File: src/verilog/sdPkg.sv
package sdPkg;

    typedef logic [47:0] cmdFrame_t;     // Command, argument, CRC
    typedef logic [39:0] resp_t;         // R1 in low byte, R7 full width
    typedef logic [31:0] word_t;
    typedef logic [6:0]  wordAddr_t;
    typedef logic [5:0]  bitCount_t;

    localparam int BLOCK_WORDS = 128;

    localparam cmdFrame_t CMD0_FRAME   = {8'h40, 32'h0000_0000, 8'h95};
    localparam cmdFrame_t CMD8_FRAME   = {8'h48, 20'h00000, 4'b0001, 8'hAA, 8'h87};
    localparam cmdFrame_t CMD55_FRAME  = {8'h77, 32'h0000_0000, 8'h01};
    localparam cmdFrame_t ACMD41_FRAME = {8'h69, 32'h4000_0000, 8'h01};  // HCS set
    localparam cmdFrame_t CMD16_FRAME  = {8'h50, 32'h0000_0200, 8'h00};  // 512 byte blocks
    localparam cmdFrame_t CMD17_FRAME  = {8'h51, 32'h0000_0000, 8'h01};  // Block 0

    localparam logic [7:0] R1_IDLE     = 8'h01;
    localparam logic [7:0] R1_READY    = 8'h00;
    localparam logic [7:0] START_TOKEN = 8'hFE;

    localparam int RESP_TIMEOUT_HALF = 64;
    localparam int POWERUP_HALF      = 160;

    typedef enum logic [3:0] {
        SEQ_CMD0,
        SEQ_CMD8,
        SEQ_CMD55,
        SEQ_ACMD41,
        SEQ_CMD16,
        SEQ_CMD17,
        SEQ_TOKEN,      // Poll single bytes for the start token
        SEQ_WORD,
        SEQ_CRC,
        SEQ_READY,
        SEQ_ERROR
    } seqState_t;

endpackage

File: src/verilog/spiFrameIf.sv
`timescale 1ns/1ps

interface spiFrameIf;
    import sdPkg::*;

    logic      start;    // One cycle, only while idle
    cmdFrame_t frame;
    bitCount_t txBits;   // Zero skips preamble, send and wait
    bitCount_t rxBits;
    logic      idle;
    logic      done;
    logic      timeout;
    resp_t     rxData;   // Valid from done until next start

    modport seq (
        output start, frame, txBits, rxBits,
        input  idle, done, timeout, rxData
    );

    modport phy (
        input  start, frame, txBits, rxBits,
        output idle, done, timeout, rxData
    );

endinterface

File: src/verilog/spiShifter.sv
`timescale 1ns/1ps

module spiShifter #(
    parameter int clkDiv = 2
) (
    input  logic   clk,
    input  logic   rstN,
    spiFrameIf.phy bus,
    output logic   sdClk,
    output logic   sdMosi,
    input  logic   sdMiso,
    output logic   sdCs
);
    import sdPkg::*;

    typedef enum logic [2:0] {
        PH_POWERUP,
        PH_IDLE,
        PH_PRE,
        PH_SEND,
        PH_WAIT,
        PH_RECV
    } phase_t;

    phase_t    phase;
    logic [15:0] divCnt;
    logic        tick;
    logic [7:0]  halfCnt;   // Half clocks in power-up, preamble and wait
    bitCount_t   bitCnt;
    bitCount_t   rxCnt;
    cmdFrame_t   txShift;
    resp_t       rxShift;

    assign tick       = (divCnt == 16'(clkDiv - 1));
    assign bus.rxData = rxShift;

    always_ff @(posedge clk or negedge rstN) begin
        if (!rstN) begin
            phase       <= PH_POWERUP;
            divCnt      <= '0;
            halfCnt     <= '0;
            bitCnt      <= '0;
            rxCnt       <= '0;
            txShift     <= '0;
            rxShift     <= '0;
            sdClk       <= 1'b0;
            sdMosi      <= 1'b1;
            sdCs        <= 1'b1;
            bus.idle    <= 1'b0;
            bus.done    <= 1'b0;
            bus.timeout <= 1'b0;
        end else begin
            bus.done    <= 1'b0;
            bus.timeout <= 1'b0;
            if (phase == PH_IDLE) begin
                divCnt <= '0;   // Align half periods to the request
                if (bus.start) begin
                    bus.idle <= 1'b0;
                    txShift  <= bus.frame;
                    bitCnt   <= bus.txBits;
                    rxCnt    <= bus.rxBits;
                    halfCnt  <= '0;
                    if (bus.txBits != '0) begin
                        phase <= PH_PRE;
                        sdCs  <= 1'b1;
                    end else begin
                        phase <= PH_RECV;   // Data phase, CS held low
                    end
                end
            end else if (!tick) begin
                divCnt <= divCnt + 16'd1;
            end else begin
                divCnt <= '0;
                case (phase)
                    PH_POWERUP: begin
                        sdClk   <= ~sdClk;
                        halfCnt <= halfCnt + 8'd1;
                        if (halfCnt == 8'(POWERUP_HALF - 1)) begin
                            phase    <= PH_IDLE;
                            halfCnt  <= '0;
                            bus.idle <= 1'b1;
                        end
                    end
                    PH_PRE: begin
                        sdClk   <= ~sdClk;
                        sdMosi  <= 1'b1;
                        halfCnt <= halfCnt + 8'd1;
                        if (halfCnt == 8'd15) begin
                            sdCs    <= 1'b0;
                            sdMosi  <= txShift[47];   // First bit before first rise
                            txShift <= {txShift[46:0], 1'b0};
                            phase   <= PH_SEND;
                        end
                    end
                    PH_SEND: begin
                        if (!sdClk) begin
                            sdClk <= 1'b1;
                        end else begin
                            sdClk  <= 1'b0;
                            bitCnt <= bitCnt - 6'd1;
                            if (bitCnt == 6'd1) begin
                                sdMosi  <= 1'b1;
                                halfCnt <= '0;
                                phase   <= PH_WAIT;
                            end else begin
                                sdMosi  <= txShift[47];
                                txShift <= {txShift[46:0], 1'b0};
                            end
                        end
                    end
                    PH_WAIT: begin
                        if (!sdClk && !sdMiso) begin
                            phase <= PH_RECV;   // Start bit is the response MSB
                        end else if (halfCnt == 8'(RESP_TIMEOUT_HALF - 1)) begin
                            sdClk       <= 1'b0;
                            bus.timeout <= 1'b1;
                            bus.idle    <= 1'b1;
                            phase       <= PH_IDLE;
                        end else begin
                            sdClk   <= ~sdClk;
                            halfCnt <= halfCnt + 8'd1;
                        end
                    end
                    PH_RECV: begin
                        if (!sdClk) begin
                            sdClk   <= 1'b1;
                            rxShift <= {rxShift[38:0], sdMiso};   // Sample on rise
                            rxCnt   <= rxCnt - 6'd1;
                        end else begin
                            sdClk <= 1'b0;
                            if (rxCnt == '0) begin
                                bus.done <= 1'b1;
                                bus.idle <= 1'b1;
                                phase    <= PH_IDLE;
                            end
                        end
                    end
                    default: ;
                endcase
            end
        end
    end

endmodule

File: src/verilog/sdCmdSequencer.sv
`timescale 1ns/1ps

module sdCmdSequencer (
    input  logic             clk,
    input  logic             rstN,
    spiFrameIf.seq           bus,
    output logic             wrEn,
    output sdPkg::wordAddr_t wrAddr,
    output sdPkg::word_t     wrData,
    output logic             ready,
    output logic             error
);
    import sdPkg::*;

    seqState_t  state;
    logic       pending;   // Request issued, waiting for done or timeout
    wordAddr_t  wordIdx;
    logic [7:0] r1;

    assign r1    = bus.rxData[7:0];
    assign ready = (state == SEQ_READY);
    assign error = (state == SEQ_ERROR);

    always_comb begin
        bus.frame  = CMD0_FRAME;
        bus.txBits = bitCount_t'(48);
        bus.rxBits = bitCount_t'(8);
        case (state)
            SEQ_CMD8: begin
                bus.frame  = CMD8_FRAME;
                bus.rxBits = bitCount_t'(40);   // R7
            end
            SEQ_CMD55:  bus.frame = CMD55_FRAME;
            SEQ_ACMD41: bus.frame = ACMD41_FRAME;
            SEQ_CMD16:  bus.frame = CMD16_FRAME;
            SEQ_CMD17:  bus.frame = CMD17_FRAME;
            SEQ_TOKEN: begin
                bus.txBits = '0;
            end
            SEQ_WORD: begin
                bus.txBits = '0;
                bus.rxBits = bitCount_t'(32);
            end
            SEQ_CRC: begin
                bus.txBits = '0;
                bus.rxBits = bitCount_t'(16);   // CRC dropped
            end
            default: ;
        endcase
    end

    always_ff @(posedge clk or negedge rstN) begin
        if (!rstN) begin
            state     <= SEQ_CMD0;
            pending   <= 1'b0;
            bus.start <= 1'b0;
            wordIdx   <= '0;
            wrEn      <= 1'b0;
        end else begin
            bus.start <= 1'b0;
            wrEn      <= 1'b0;
            if (pending) begin
                if (bus.timeout) begin
                    pending <= 1'b0;
                    state   <= SEQ_ERROR;
                end else if (bus.done) begin
                    pending <= 1'b0;
                    case (state)
                        SEQ_CMD0: begin
                            if (r1 == R1_IDLE)
                                state <= SEQ_CMD8;   // Otherwise retry CMD0
                        end
                        SEQ_CMD8: begin
                            state <= (bus.rxData[39:32] == R1_IDLE) ? SEQ_CMD55 : SEQ_ERROR;
                        end
                        SEQ_CMD55: begin
                            if (r1 == R1_IDLE || r1 == R1_READY)
                                state <= SEQ_ACMD41;
                            else
                                state <= SEQ_ERROR;
                        end
                        SEQ_ACMD41: begin
                            if (r1 == R1_IDLE)
                                state <= SEQ_CMD55;   // Card still initializing
                            else if (r1 == R1_READY)
                                state <= SEQ_CMD16;
                            else
                                state <= SEQ_ERROR;
                        end
                        SEQ_CMD16: state <= (r1 == R1_READY) ? SEQ_CMD17 : SEQ_ERROR;
                        SEQ_CMD17: state <= (r1 == R1_READY) ? SEQ_TOKEN : SEQ_ERROR;
                        SEQ_TOKEN: begin
                            if (r1 == START_TOKEN) begin
                                state   <= SEQ_WORD;
                                wordIdx <= '0;
                            end
                        end
                        SEQ_WORD: begin
                            wrEn <= 1'b1;
                            if (wordIdx == wordAddr_t'(BLOCK_WORDS - 1))
                                state <= SEQ_CRC;
                            else
                                wordIdx <= wordIdx + 7'd1;
                        end
                        SEQ_CRC: state <= SEQ_READY;
                        default: ;
                    endcase
                end
            end else if (bus.idle && state != SEQ_READY && state != SEQ_ERROR) begin
                bus.start <= 1'b1;
                pending   <= 1'b1;
            end
        end
    end

    always_ff @(posedge clk) begin
        if (pending && bus.done && state == SEQ_WORD) begin
            wrAddr <= wordIdx;
            wrData <= bus.rxData[31:0];
        end
    end

endmodule

File: src/verilog/blockBuffer.sv
`timescale 1ns/1ps

module blockBuffer (
    input  logic             clk,
    input  logic             wrEn,
    input  sdPkg::wordAddr_t wrAddr,
    input  sdPkg::word_t     wrData,
    input  sdPkg::wordAddr_t rdAddr,
    output sdPkg::word_t     rdData
);
    import sdPkg::*;

    word_t mem [BLOCK_WORDS];   // One 512 byte block

    always_ff @(posedge clk) begin
        if (wrEn)
            mem[wrAddr] <= wrData;
    end

    always_ff @(posedge clk) begin
        rdData <= mem[rdAddr];   // One clk read latency
    end

endmodule

File: src/verilog/uartDump.sv
`timescale 1ns/1ps

module uartDump #(
    parameter int bitCycles = 8,
    parameter int dumpWords = 4
) (
    input  logic             clk,
    input  logic             rstN,
    input  logic             dump,
    input  logic             ready,
    output sdPkg::wordAddr_t rdAddr,
    input  sdPkg::word_t     rdData,
    output logic             uartTx
);
    import sdPkg::*;

    logic        active;
    logic [15:0] timer;
    logic [3:0]  bitIdx;    // 0 start, 1 to 8 data, 9 stop
    logic [1:0]  byteIdx;   // 0 is the most significant byte
    wordAddr_t   wordIdx;
    logic [7:0]  curByte;
    logic [2:0]  dataIdx;
    logic        txBit;

    assign rdAddr  = wordIdx;
    assign curByte = rdData[{~byteIdx, 3'b000} +: 8];
    assign dataIdx = 3'(bitIdx - 4'd1);

    always_comb begin
        if (bitIdx == 4'd0)
            txBit = 1'b0;
        else if (bitIdx == 4'd9)
            txBit = 1'b1;
        else
            txBit = curByte[dataIdx];   // LSB first
    end

    always_ff @(posedge clk or negedge rstN) begin
        if (!rstN) begin
            active  <= 1'b0;
            timer   <= '0;
            bitIdx  <= '0;
            byteIdx <= '0;
            wordIdx <= '0;
            uartTx  <= 1'b1;
        end else if (!active) begin
            uartTx <= 1'b1;
            if (dump && ready) begin
                active  <= 1'b1;
                timer   <= '0;
                bitIdx  <= '0;
                byteIdx <= '0;
                wordIdx <= '0;
            end
        end else begin
            uartTx <= txBit;
            if (timer == 16'(bitCycles - 1)) begin
                timer <= '0;
                if (bitIdx == 4'd9) begin
                    bitIdx <= '0;
                    if (byteIdx == 2'd3) begin
                        byteIdx <= '0;
                        if (wordIdx == wordAddr_t'(dumpWords - 1))
                            active <= 1'b0;
                        else
                            wordIdx <= wordIdx + 7'd1;   // Next word read ahead of data bits
                    end else begin
                        byteIdx <= byteIdx + 2'd1;
                    end
                end else begin
                    bitIdx <= bitIdx + 4'd1;
                end
            end else begin
                timer <= timer + 16'd1;
            end
        end
    end

endmodule

File: src/verilog/sdReader.sv
`timescale 1ns/1ps

module sdReader #(
    parameter int clkDiv    = 2,
    parameter int bitCycles = 8,
    parameter int dumpWords = 4
) (
    input  logic clk,
    input  logic rstN,
    output logic sdClk,
    output logic sdMosi,
    input  logic sdMiso,
    output logic sdCs,
    input  logic dump,
    output logic uartTx,
    output logic ready,
    output logic error
);
    import sdPkg::*;

    logic      wrEn;
    wordAddr_t wrAddr;
    word_t     wrData;
    wordAddr_t rdAddr;
    word_t     rdData;

    spiFrameIf frameBus ();

    spiShifter #(.clkDiv(clkDiv)) uShifter (
        .clk    (clk),
        .rstN   (rstN),
        .bus    (frameBus.phy),
        .sdClk  (sdClk),
        .sdMosi (sdMosi),
        .sdMiso (sdMiso),
        .sdCs   (sdCs)
    );

    sdCmdSequencer uSequencer (
        .clk    (clk),
        .rstN   (rstN),
        .bus    (frameBus.seq),
        .wrEn   (wrEn),
        .wrAddr (wrAddr),
        .wrData (wrData),
        .ready  (ready),
        .error  (error)
    );

    blockBuffer uBuffer (
        .clk    (clk),
        .wrEn   (wrEn),
        .wrAddr (wrAddr),
        .wrData (wrData),
        .rdAddr (rdAddr),
        .rdData (rdData)
    );

    uartDump #(.bitCycles(bitCycles), .dumpWords(dumpWords)) uDump (
        .clk    (clk),
        .rstN   (rstN),
        .dump   (dump),
        .ready  (ready),
        .rdAddr (rdAddr),
        .rdData (rdData),
        .uartTx (uartTx)
    );

endmodule

File: config.mk
export PLATFORM = sky130hd
export DESIGN_NAME = sdReader
export DESIGN_NICKNAME = d
export VERILOG_FILES = /design/src/verilog/sdPkg.sv /design/src/verilog/spiFrameIf.sv /design/src/verilog/spiShifter.sv /design/src/verilog/sdCmdSequencer.sv /design/src/verilog/blockBuffer.sv /design/src/verilog/uartDump.sv /design/src/verilog/sdReader.sv
export SDC_FILE = /design/constraint.sdc
export NUM_CORES = 2
export LEC_CHECK = 0
export BUFFER_PORTS_ARGS = -buffer_cell sky130_fd_sc_hd__buf_2
export CAP_MARGIN = 10
export CORE_UTILIZATION = 40
export DETAILED_ROUTE_END_ITERATION = 10
export PLACE_DENSITY = 0.66
export SLEW_MARGIN = 10
export SYNTH_ARGS = -nofsm -noshare
export SYNTH_HDL_FRONTEND = slang
export SYNTH_HIERARCHICAL = 1
export SYNTH_SLANG_ARGS = --single-unit
File: constraint.sdc
create_clock -name clk -period 4.2 [get_ports clk]
set_input_delay 1.26 -clock clk [delete_from_list [all_inputs] [get_ports clk]]
set_output_delay 1.26 -clock clk [all_outputs]
set_load 0.01 [all_outputs]
==> summary.md <==
| Metric | Value |
|---|---|
| Status | `finished clean` |
| Multi-input gate area | `0.0372 mm2` |
| Placed inst area | `0.177 mm2` |
| Synthesis-to-finish area growth | `14.1%` |
| Hold_ws | `0.357 ns` |
| Initial Util | `40.2%` |
| Worst VDD drop | `0.000453 V` |
| CP Max Fanout | `45` |
| Total die area | `0.421 mm2` |
| Largest net degree at the start of global routing | `129` |
| Setup TNS | `0 ns` |
| Row Count | `237` |
| Most used DFF post-synth | `edfxtp_1` |
| First-pass DRT Iterations | `6` |
| Area contributors post-synth | `edfxtp_1, mux4_2, dfrtp_1` |
| Setup Skew | `0.0943 ns` |
| Hold WC Path Type | `in2async` |
| Slowest CP cell | `dfrtp_4` |
| Critical path, cell by cell | `buf_4 > buf_12 > buf_12 > mux4_2 > mux4_2 > mux4_2 > mux2_2` |
| Total Routing Usage GR | `19.8%` |
| Synth Area per Inst | `23.5 um2` |
| Slowest stage delay, CP | `0.90 ns` |
| Core area | `0.417 mm2` |
| Startpoint Class | `flip-flop` |
| Post-synthesis async set-or-reset flop share | `4.10%` |
| Vias per inst | `5.89` |
| Flop2flop setup slack | `0.28 ns` |
| Initial detailed-routing violation count | `11200` |
| Min Tclk post-route | `3.92 ns` |
| Worst-Margin Slew | `1.28 ns` |
| Util after Layout | `45.8%` |
| Crit path DAT | `4.77 ns` |
| Synthesized cell area | `0.167 mm2` |
| Crit. path cell count | `7` |
| Initial antenna violation count | `50` |
| Share of cells above drive strength 1 | `32.0%` |
| PortBufs | `9` |
| Delay-heaviest family, CP | `multiplexers` |
| Netlist cell types | `75` |
| WL/cell | `31.6 um` |
| Clock root buffer master | `clkbuf_16` |
| Most frequent CP cell | `mux4_2` |
| Post-DP HPWL | `231000 um` |
| CTS Buffer Depth | `4` |
| Critical Path Start | `uDump/rdAddr[2]` |
| Nets@finish | `7536` |
| Post-CTS setup buffer count | `0` |
| H-Tree Depth | `5` |
| FF-to-FF End | `uBuffer/rdData[23]` |
| Synth top area share | `74.2%` |
| Die W | `649 um` |
| Worst flop-to-flop path startpoint | `uDump/rdAddr[2]` |
| Hold buffer count at CTS | `0` |
| Register area | `0.129 mm2` |
| Seq cells post-synth | `4345` |
| Post-Layout Inst Area | `0.191 mm2` |
| Detailed Route WL | `424000 um` |
| Routability Congestion | `0.827` |
| Clock sink total | `4345` |
| Slew HR | `14.7%` |
| Global route total overflow | `0` |
| Sequential element share of the synthesized area | `77.3%` |
| Total number of vias | `79100` |
| Fin. Hold Viols | `0` |
| RSZ-0062 raised after global routing | `no` |
| CP Data Required Time | `5.04 ns` |
| Worst-skew pair later-pin latency | `1.01 ns` |
| Final Setup Violations | `0` |
| Max-cap check violation count | `0` |
| Cell area power density | `449 mW/mm2` |
| Vias in the first global route | `79700` |
| Crit path buf inv count | `3` |
| CP Class | `reg2reg` |
| Yosys warns | `6` |
| Top-level I/O count | `10` |
| Fill count | `33400` |
| Global-route wire length before repair | `598000 um` |
| Post-CTS resize count | `0` |
| Antenna Nets Post-Route | `0` |
| CTS tree | `done` |
| TritonCTS Buffers | `409` |
| Slew Limit Fails | `0` |
| R2R cell count | `7` |
| Clock transition at the registers of the reported paths | `0.07 ns` |
| Cell count after synthesis | `7122` |
| Fin crit share | `93.4%` |
| Die H | `649 um` |
| Synth area leader | `edfxtp_1` |
| Leak Pwr | `49.2 nW` |
| Worst setup EP type | `flip-flop` |
| EDFF count, synth | `4135` |
| DRC errors left | `0` |
| Top achievable clock speed | `0.255 GHz` |
-- power by group --
group	internal [mW]	leakage [nW]	switching (mW)
combinational	0.652	9.38	1.08
sequential	47.0	33.3	0.253
clock	20.6	6.51	16.1
-- cell usage after synthesis (15+ instances only) --
library cell	count
mux4_2	1354
buf_1	74
nand4_1	17
mux2i_1	51
dfxtp_1	32
clkbuf_1	217
buf_2	72
dfrtp_1	175
mux2_2	34
o31ai_1	15
o21ai_0	99
inv_1	24
edfxtp_1	4135
nor3_1	32
nor2_1	174
a21oi_1	34
buf_4	45
nand3_1	54
nand2_1	255
nand2b_1	20
-- worst register-to-register path, delay by kind of cell, from the launching register on --
family | cells | cell delay, ns
flops | 1 | 0.90
buf+inv | 3 | 0.90
mux | 4 | 2.01
-- sequential cells by signal, indices dropped and copies added (netlist names), 8 cells and up --
register / count
uShifter/bus.rxData: 40
uShifter/txShift: 48
uSequencer/wrData: 32
uShifter/halfCnt: 8
uBuffer/mem: 4096
uBuffer/rdData: 32
uShifter/divCnt: 16
uDump/timer: 16
-- through the flow --
| stage | instances | worst slack (ns) | total power, mW |
|---|---|---|---|
| finish | 13400 | 0.275 | 85.7 |
| global route | 13400 | 0.248 | 88.0 |
| CTS | 13400 | 0.328 | 86.2 |
| detailed placement | 12600 | 0.360 | 49.9 |
| global placement | 12600 | 0.380 | 49.8 |
| floorplan | 7157 | 0.524 | 49.5 |
-- kinds of logic (layout without fill, tap and decap cells) --
kind of cell | after synthesis | after routing | share of synthesized area, %
AND/OR/NAND/NOR | 649 | 649 | 1.79
other | 2 | 80 | 0.00449
flip-flops | 4345 | 4345 | 77.3
AO/OA/AOI/OAI | 218 | 218 | 0.819
XOR/XNOR | 16 | 16 | 0.0838
multiplexers | 1440 | 1440 | 18.8
adder cells (fa/ha/maj) | 14 | 14 | 0.105
buffers and inverters | 438 | 1157 | 1.16
-- worst max-delay path by stage --
| stage | to | slack, ns |
|---|---|---|
| floorplan | uBuffer/mem[98][0] | 0.52 |
| global placement | uBuffer/rdData[23] | 0.38 |
| detailed placement | uBuffer/rdData[23] | 0.36 |
| CTS | uBuffer/rdData[23] | 0.33 |
| global route | uBuffer/rdData[23] | 0.25 |
| finish | uBuffer/rdData[23] | 0.28 |
-- cell type report --
type	count	share of cell area [%]
Tap cell	5497	3.60
Multi-Input combinational cell	2374	19.5
Sequential cell	4345	67.8
Timing Repair Buffer	364	2.03
Clock inverter	238	1.24
Clock buffer	531	5.76
Inverter	24	0.0472
Antenna cell	43	0.0564
-- routing by layer --
metal / part of all wire (%) / vias to the layer above / track usage (%)
met5: 0.039 / - / 0.249
met4: 3.1 / 8 / 5.77
met3: 10 / 631 / 3.80
met2: 48 / 4311 / 32.3
met1: 38 / 43000 / 27.2
li1: - / 31200 / -
-- placed cells by master, fill, tap and decap left out, types with 11 or more instances in the layout --
master / instances
a21oi_1: 34
and3_1: 13
buf_12: 93
buf_4: 262
bufinv_16: 33
clkbuf_1: 95
clkbuf_16: 412
clkbuf_8: 25
clkinv_1: 70
clkinv_2: 84
clkinvlp_4: 18
conb_1: 37
dfrtp_1: 168
dfxtp_1: 32
diode_2: 43
edfxtp_1: 4135
ha_1: 14
inv_1: 24
mux2_2: 34
mux2i_1: 51
mux4_2: 1354
nand2_1: 252
nand2b_1: 20
nand3_1: 50
nand4_1: 17
nor2_1: 54
nor2_4: 120
nor2b_1: 14
nor3_1: 23
nor4_1: 13
o21ai_0: 99
o31ai_1: 15
or3_1: 11
xor2_1: 11
Power figures use the tool's default switching activity.
